## src/muldiv_pkg.sv

```systemverilog
`default_nettype none

package muldiv_pkg;

  // operand and result width of the integer core
  localparam int xlen = 32;

  // iteration counter of the divider, holds 0 to xlen
  localparam int div_count_w = 6;

  // M-extension operations, encoded as funct3
  typedef enum logic [2:0] {
    op_mul    = 3'b000,
    op_mulh   = 3'b001,
    op_mulhsu = 3'b010,
    op_mulhu  = 3'b011,
    op_div    = 3'b100,
    op_divu   = 3'b101,
    op_rem    = 3'b110,
    op_remu   = 3'b111
  } muldiv_op_e;

  // divider sequencing
  // idle waits for start
  // iterate runs one quotient bit per cycle
  // fix applies the result signs
  // done holds the result until it is taken
  typedef enum logic [1:0] {
    div_idle    = 2'b00,
    div_iterate = 2'b01,
    div_fix     = 2'b10,
    div_done    = 2'b11
  } div_state_e;

endpackage

`default_nettype wire
```

## src/muldiv_unit.sv

```systemverilog
`timescale 1ns/10ps
`default_nettype none

module muldiv_unit (
  input  wire logic                   clk,
  input  wire logic                   rst,
  input  wire logic                   in_valid,
  input  wire muldiv_pkg::muldiv_op_e in_op,
  input  wire logic [31:0]            in_a,
  input  wire logic [31:0]            in_b,
  output logic                        in_ready,
  output logic                        out_valid,
  output logic [31:0]                 out_result,
  input  wire logic                   out_ready
);

  logic is_div;
  logic mul_free;
  logic accept;

  logic div_start;
  logic div_busy;
  logic div_res_valid;
  logic [muldiv_pkg::xlen-1:0] div_res;
  logic div_res_ready;

  logic mul_start;
  logic mul_busy;
  logic mul_res_valid;
  logic [muldiv_pkg::xlen-1:0] mul_res;
  logic mul_res_ready;

  assign is_div = (in_op == muldiv_pkg::op_div) || (in_op == muldiv_pkg::op_divu) ||
                  (in_op == muldiv_pkg::op_rem) || (in_op == muldiv_pkg::op_remu);

  // multiplier takes a new item unless its output is stalled
  assign mul_free = !mul_res_valid || out_ready;

  // a divide waits for the multiplier to drain so results stay in order
  assign in_ready = !div_busy && (is_div ? !mul_busy : mul_free);
  assign accept = in_valid && in_ready;

  assign div_start = accept && is_div;
  assign mul_start = accept && !is_div;

  int_divider u_divider (
    .clk       (clk),
    .rst       (rst),
    .start     (div_start),
    .op        (in_op),
    .a         (in_a),
    .b         (in_b),
    .res_ready (div_res_ready),
    .busy      (div_busy),
    .res_valid (div_res_valid),
    .res       (div_res)
  );

  int_multiplier u_multiplier (
    .clk       (clk),
    .rst       (rst),
    .start     (mul_start),
    .op        (in_op),
    .a         (in_a),
    .b         (in_b),
    .res_ready (mul_res_ready),
    .busy      (mul_busy),
    .res_valid (mul_res_valid),
    .res       (mul_res)
  );

  // only one unit holds a result at any time
  assign out_valid = div_res_valid || mul_res_valid;
  assign out_result = div_res_valid ? div_res : mul_res;

  assign div_res_ready = out_ready && div_res_valid;
  assign mul_res_ready = out_ready && mul_res_valid;

  a_one_result: assert property (
    @(posedge clk) disable iff (!rst)
    !(div_res_valid && mul_res_valid)
  );

endmodule

`default_nettype wire

```

## src/int_multiplier.sv

```systemverilog
`timescale 1ns/10ps
`default_nettype none

module int_multiplier (
  input  wire logic                   clk,
  input  wire logic                   rst,
  input  wire logic                   start,
  input  wire muldiv_pkg::muldiv_op_e op,
  input  wire logic [31:0]            a,
  input  wire logic [31:0]            b,
  input  wire logic                   res_ready,
  output logic                        busy,
  output logic                        res_valid,
  output logic [31:0]                 res
);

  // operand extension
  logic a_signed;
  logic b_signed;
  logic signed [muldiv_pkg::xlen:0] a_ext;
  logic signed [muldiv_pkg::xlen:0] b_ext;
  logic sel_high;

  // stage 1 holds the extended operands
  logic s1_valid;
  logic signed [muldiv_pkg::xlen:0] s1_a;
  logic signed [muldiv_pkg::xlen:0] s1_b;
  logic s1_high;

  // stage 2 holds the full product
  logic s2_valid;
  logic signed [2*muldiv_pkg::xlen+1:0] s2_prod;
  logic s2_high;

  logic advance;

  always_comb begin
    a_signed = (op == muldiv_pkg::op_mulh) || (op == muldiv_pkg::op_mulhsu);
    b_signed = (op == muldiv_pkg::op_mulh);
    a_ext = {a_signed && a[muldiv_pkg::xlen-1], a};
    b_ext = {b_signed && b[muldiv_pkg::xlen-1], b};
    // mul keeps the low word, the rest return the high word
    sel_high = (op != muldiv_pkg::op_mul);
  end

  // whole pipe freezes while a finished product waits
  assign advance = !s2_valid || res_ready;

  always_ff @(posedge clk) begin
    if (!rst) begin
      s1_valid <= 1'b0;
      s2_valid <= 1'b0;
    end else if (advance) begin
      s1_valid <= start;
      s2_valid <= s1_valid;
    end
  end

  always_ff @(posedge clk) begin
    if (advance && start) begin
      s1_a <= a_ext;
      s1_b <= b_ext;
      s1_high <= sel_high;
    end
  end

  always_ff @(posedge clk) begin
    if (advance && s1_valid) begin
      s2_prod <= s1_a * s1_b;
      s2_high <= s1_high;
    end
  end

  assign res = s2_high ? s2_prod[2*muldiv_pkg::xlen-1:muldiv_pkg::xlen]
                       : s2_prod[muldiv_pkg::xlen-1:0];
  assign res_valid = s2_valid;
  assign busy = s1_valid || s2_valid;

  // the dispatcher must hold off new multiplies during a stall
  a_no_start_stall: assert property (
    @(posedge clk) disable iff (!rst)
    start |-> advance
  );

endmodule

`default_nettype wire

```

## src/int_divider.sv

```systemverilog
`timescale 1ns/10ps
`default_nettype none

module int_divider (
  input  wire logic                   clk,
  input  wire logic                   rst,
  input  wire logic                   start,
  input  wire muldiv_pkg::muldiv_op_e op,
  input  wire logic [31:0]            a,
  input  wire logic [31:0]            b,
  input  wire logic                   res_ready,
  output logic                        busy,
  output logic                        res_valid,
  output logic [31:0]                 res
);

  muldiv_pkg::div_state_e state;
  logic [muldiv_pkg::div_count_w-1:0] count;

  // operation record captured at start
  muldiv_pkg::muldiv_op_e op_q;
  logic [muldiv_pkg::xlen-1:0] a_q;
  logic [muldiv_pkg::xlen-1:0] divisor;
  logic neg_q;
  logic neg_r;
  logic div_zero;
  logic overflow;

  // remainder in the upper half, quotient in the lower half
  logic [2*muldiv_pkg::xlen:0] rq;

  // operand preparation
  logic op_signed;
  logic a_neg;
  logic b_neg;
  logic [muldiv_pkg::xlen-1:0] a_abs;
  logic [muldiv_pkg::xlen-1:0] b_abs;
  logic [muldiv_pkg::div_count_w-1:0] lz;
  logic start_zero;
  logic start_ovf;

  // one restoring step
  logic [2*muldiv_pkg::xlen:0] shifted;
  logic [muldiv_pkg::xlen:0] diff;

  logic is_rem;

  always_comb begin
    op_signed = (op == muldiv_pkg::op_div) || (op == muldiv_pkg::op_rem);
    a_neg = op_signed && a[muldiv_pkg::xlen-1];
    b_neg = op_signed && b[muldiv_pkg::xlen-1];
    a_abs = a_neg ? -a : a;
    b_abs = b_neg ? -b : b;
    start_zero = (b == '0);
    start_ovf = op_signed && (a == 32'h8000_0000) && (b == '1);
  end

  // leading zeros of the magnitude, the highest set bit wins
  always_comb begin
    lz = muldiv_pkg::div_count_w'(muldiv_pkg::xlen);
    for (int i = 0; i < muldiv_pkg::xlen; i++) begin
      if (a_abs[i]) begin
        lz = muldiv_pkg::div_count_w'(muldiv_pkg::xlen - 1 - i);
      end
    end
  end

  always_comb begin
    shifted = {rq[2*muldiv_pkg::xlen-1:0], 1'b0};
    diff = shifted[2*muldiv_pkg::xlen:muldiv_pkg::xlen] - {1'b0, divisor};
  end

  always_ff @(posedge clk) begin
    if (!rst) begin
      state <= muldiv_pkg::div_idle;
      count <= '0;
    end else begin
      case (state)
        muldiv_pkg::div_idle: begin
          if (start) begin
            // corner cases and a zero dividend need no iterations
            if (start_zero || start_ovf || (lz == muldiv_pkg::div_count_w'(muldiv_pkg::xlen))) begin
              state <= muldiv_pkg::div_fix;
            end else begin
              state <= muldiv_pkg::div_iterate;
            end
            count <= muldiv_pkg::div_count_w'(muldiv_pkg::xlen) - lz;
          end
        end
        muldiv_pkg::div_iterate: begin
          count <= count - 1'b1;
          if (count == 1) begin
            state <= muldiv_pkg::div_fix;
          end
        end
        muldiv_pkg::div_fix: begin
          state <= muldiv_pkg::div_done;
        end
        muldiv_pkg::div_done: begin
          if (res_ready) begin
            state <= muldiv_pkg::div_idle;
          end
        end
        default: begin
          state <= muldiv_pkg::div_idle;
        end
      endcase
    end
  end

  always_ff @(posedge clk) begin
    case (state)
      muldiv_pkg::div_idle: begin
        if (start) begin
          op_q <= op;
          a_q <= a;
          divisor <= b_abs;
          neg_q <= a_neg ^ b_neg;
          neg_r <= a_neg;
          div_zero <= start_zero;
          overflow <= start_ovf;
          // skipped leading zeros would only have shifted in zero quotient bits
          rq <= {{(muldiv_pkg::xlen+1){1'b0}}, a_abs} << lz;
        end
      end
      muldiv_pkg::div_iterate: begin
        if (!diff[muldiv_pkg::xlen]) begin
          rq <= {diff, shifted[muldiv_pkg::xlen-1:1], 1'b1};
        end else begin
          rq <= shifted;
        end
      end
      muldiv_pkg::div_fix: begin
        if (neg_q) begin
          rq[muldiv_pkg::xlen-1:0] <= -rq[muldiv_pkg::xlen-1:0];
        end
        // remainder follows the sign of the dividend
        if (neg_r) begin
          rq[2*muldiv_pkg::xlen-1:muldiv_pkg::xlen] <=
            -rq[2*muldiv_pkg::xlen-1:muldiv_pkg::xlen];
        end
      end
      default: begin
      end
    endcase
  end

  always_comb begin
    is_rem = (op_q == muldiv_pkg::op_rem) || (op_q == muldiv_pkg::op_remu);
    if (div_zero) begin
      res = is_rem ? a_q : '1;
    end else if (overflow) begin
      res = is_rem ? '0 : 32'h8000_0000;
    end else if (is_rem) begin
      res = rq[2*muldiv_pkg::xlen-1:muldiv_pkg::xlen];
    end else begin
      res = rq[muldiv_pkg::xlen-1:0];
    end
  end

  assign busy = (state != muldiv_pkg::div_idle);
  assign res_valid = (state == muldiv_pkg::div_done);

  a_res_hold: assert property (
    @(posedge clk) disable iff (!rst)
    res_valid && !res_ready |=> res_valid && $stable(res)
  );

  a_no_start_busy: assert property (
    @(posedge clk) disable iff (!rst)
    start |-> !busy
  );

endmodule

`default_nettype wire

```

## config.mk

```make
export PLATFORM = sky130hd
export DESIGN_NAME = muldiv_unit
export DESIGN_NICKNAME = d
export VERILOG_FILES = /design/src/muldiv_pkg.sv /design/src/muldiv_unit.sv /design/src/int_multiplier.sv /design/src/int_divider.sv
export SDC_FILE = /design/constraint.sdc
export NUM_CORES = 2
export LEC_CHECK = 0
export BUFFER_PORTS_ARGS = -buffer_cell sky130_fd_sc_hd__clkbuf_2
export CAP_MARGIN = 25
export CORE_UTILIZATION = 35
export CTS_CLUSTER_SIZE = 28
export DETAILED_ROUTE_END_ITERATION = 10
export GPL_TIMING_DRIVEN = 0
export PLACE_DENSITY = 0.6
export SLEW_MARGIN = 20
export SYNTH_ARGS = -nofsm -noshare
export SYNTH_HDL_FRONTEND = slang
export SYNTH_SLANG_ARGS = --single-unit
```

## constraint.sdc

```tcl
create_clock -name clk -period 8.5 [get_ports clk]
set_input_delay 0.425 -clock clk [delete_from_list [all_inputs] [get_ports clk]]
set_output_delay 0.425 -clock clk [all_outputs]
set_load 0.05 [all_outputs]
```

==> summary.md <==
| Metric | Value |
|---|---|
| Mapped cell area | `0.0557 mm²` |
| Critical-path maximum fanout | `10` |
| Fin Setup TNS | `0 ps` |
| Ys Warns | `0` |
| Final max-slew violation count | `0` |
| Critical Path Start | `u_multiplier.s1_b[26]` |
| Max incr delay on CP | `620 ps` |
| Vias in the first global route | `46700` |
| Clock slew at reported path FFs | `60 ps` |
| Crit path DAT | `8720 ps` |
| GRT Overall Usage | `28.2%` |
| Wire per inst | `27.4 µm` |
| Worst Tran Pin Value | `1280 ps` |
| Max Cap Violations | `0` |
| Num CTS Buffers | `30` |
| Max Clk Rate | `119 MHz` |
| Status | `finished, final reports clean` |
| Post-synthesis register bit count | `276` |
| Clk root buf | `clkbuf_16` |
| Worst R2R Start | `u_multiplier.s1_b[26]` |
| Crit path time final | `8420 ps` |
| Hold Crit Class | `in2reg` |
| CTS Hold Bufs | `0` |
| Share of cells above drive strength 1 | `10.7%` |
| Largest net degree at the start of global routing | `38` |
| # DRC | `0` |
| Non-filler instance count after layout | `8290` |
| IO Pins | `105` |
| Cell total after placement | `8124` |
| # rows | `146` |
| Post-synth ARST share | `0%` |
| Grt ovf | `0` |
| Dpl cell area | `0.0592 mm²` |
| Final Worst Setup Slack | `82.9 ps` |
| Number of flops mapped to enable cells by yosys | `266` |
| Cell taking the most area after synthesis | `fa_1` |
| Wirelength, routed | `227000 µm` |
| Antenna Nets Post-Route | `0` |
| Fin area | `0.0625 mm²` |
| Largest cells by area after synthesis | `fa_1 (40%), edfxtp_1 (14%), inv_1 (7.3%), nand2_1 (6.6%), ha_1 (5.8%)` |
| CP required | `8800 ps` |
| Critical path class | `reg2reg` |
| DR vias | `45800` |
| Clock skew | `17.5 ps` |
| H-Tree Depth | `1` |
| Final setup violation count | `0` |
| Final #Nets | `7641` |
| Synth Net Count | `7378` |
| Period utilization | `99.0%` |
| Core box area | `0.158 mm²` |
| Count leader, synth | `fa_1` |
| Share of the yosys chip area belonging to registers | `14.7%` |
| Slew margin rel. | `14.0%` |
| CP most frequent cell | `fa_1` |
| Clock tree buffer depth | `3` |
| Startpoint Class | `flop` |
| Mapped Avg Cell Area | `9.41 µm²` |
| Worst hold start | `in_b[16]` |
| Share of the synthesized area in the top cell type | `40.5%` |
| Via-per-instance ratio | `5.52` |
| Netlist cell types | `101` |
| Post-synth top flop | `edfxtp_1` |
| Starting Density | `35.2%` |
| Initial antenna violation count | `12` |
| First-pass GRT wire length | `328000 µm` |
| Post-synth top cells | `fa_1 (1126), inv_1 (1087), nand2_1 (981)` |
| Full die area | `0.161 mm²` |
| Die Span Y | `401 µm` |
| Drt pass-1 iters | `6` |
| Placer Congestion | `1.05` |
| Slowest cell on crit path | `fa_2` |
| Worst-skew pair later-pin latency | `580 ps` |
| DRT iter0 DRCs | `4983` |
| Unrepaired setup endpoints after global routing | `true` |
| Final hold vios | `0` |
| Place WS | `-1890 ps` |
| Port Buffers | `103` |
| CTS tree | `yes` |
| Syn Inst Count | `5924` |
| Area delta synth->final | `12.3%` |
| DPL Wire Length | `187000 µm` |
| Clk sinks | `276` |
| Die width | `401 µm` |
| Setup crit end kind | `flop` |
[layout by cell type, fill, tap and decap left out, types with 86 or more instances in the layout]
cell type     n
a21oi_1     140
mux2i_1     102
edfxtp_1    266
ha_1        239
o21ai_0     214
inv_1      1082
and2_1      276
buf_4       136
nor2_1      139
fa_1       1101
nand2_1     980
clkbuf_2    158
clkbuf_1     86
xnor2_1     143
[worst paths after layout]
kind                                            endpoint  slack (ps)  cells past startpoint
worst max-delay path            u_multiplier.s2_prod[63]          80                     29
worst min-delay path               u_multiplier.s1_b[16]          90                      1
worst max register to register  u_multiplier.s2_prod[63]          80                     29
worst min register to register      u_multiplier.s2_high         430                      0
[sequential cells by signal, indices dropped and copies added, names as in the netlist, 2 cells and up]
register              count
u_divider.a_q            32
u_divider.count           6
u_divider.divisor        32
u_divider.op_q            2
u_divider.rq             64
u_divider.state           2
u_multiplier.s1_a        33
u_multiplier.s1_b        33
u_multiplier.s2_prod     64
[logic make-up (layout without fill, tap and decap cells)]
logic type,Yosys count,after routing,share of synthesized area [%]
xor gates and xnor gates,216,216,3.42
DFF,276,276,14.7
muxes,120,120,2.22
and+or+nand+nor,1746,1746,14.8
adders and majority gates,1383,1383,46.2
AOI/OAI and AO/OA,766,766,8.98
other,0,7,0
buffers and inverters,1417,1704,9.70
[per-stage QoR]
stage / util, % / hold WS, ps
after global placement: 37.2 / 403
after global routing: 39.5 / 87.2
after CTS: 39.3 / 77.5
after detailed placement: 37.4 / 406
after floorplan: - / 400
final: 39.5 / 94.3
[routing by layer]
metal	vias to the layer above	wire length [µm]	global-route usage, %
li1	19200	-	-
met3	523	24600	6.46
met4	0	15200	14.7
met1	23600	89400	38.1
met5	-	0	0
met2	2520	97900	42.2
[timing repair]
| item | 4_1_cts | 5_1_grt |
|---|---|---|
| buffers inserted | 108 | 21 |
| gates resized for setup | 342 | 124 |
| pin swaps | 8 | 23 |
| endpoints found under the setup margin | 33 | 12 |
[worst max-delay path, delay by kind of cell (launching register included)]
family,cells,cell delay [ps]
AOI/OAI and AO/OA,11,1870
and+or+nand+nor,1,130
buffers and inverters,7,890
xor gates and xnor gates,1,110
adders and majority gates,9,4540
DFF,1,610
[cell type report]
type / instances / area [µm²]
Clock buffer: 35 / 791
Clock inverter: 21 / 178
Multi-Input combinational cell: 4231 / 42500
Fill cell: 15800 / 95600
Antenna cell: 7 / 17.5
Inverter: 1089 / 4110
Timing Repair Buffer: 258 / 2130
Buffer: 301 / 2010
Tap cell: 2072 / 2590
Sequential cell: 276 / 8190
Power is not shown: default switching activity piles up to over one toggle a cycle in this logic, so the estimate is an artifact.
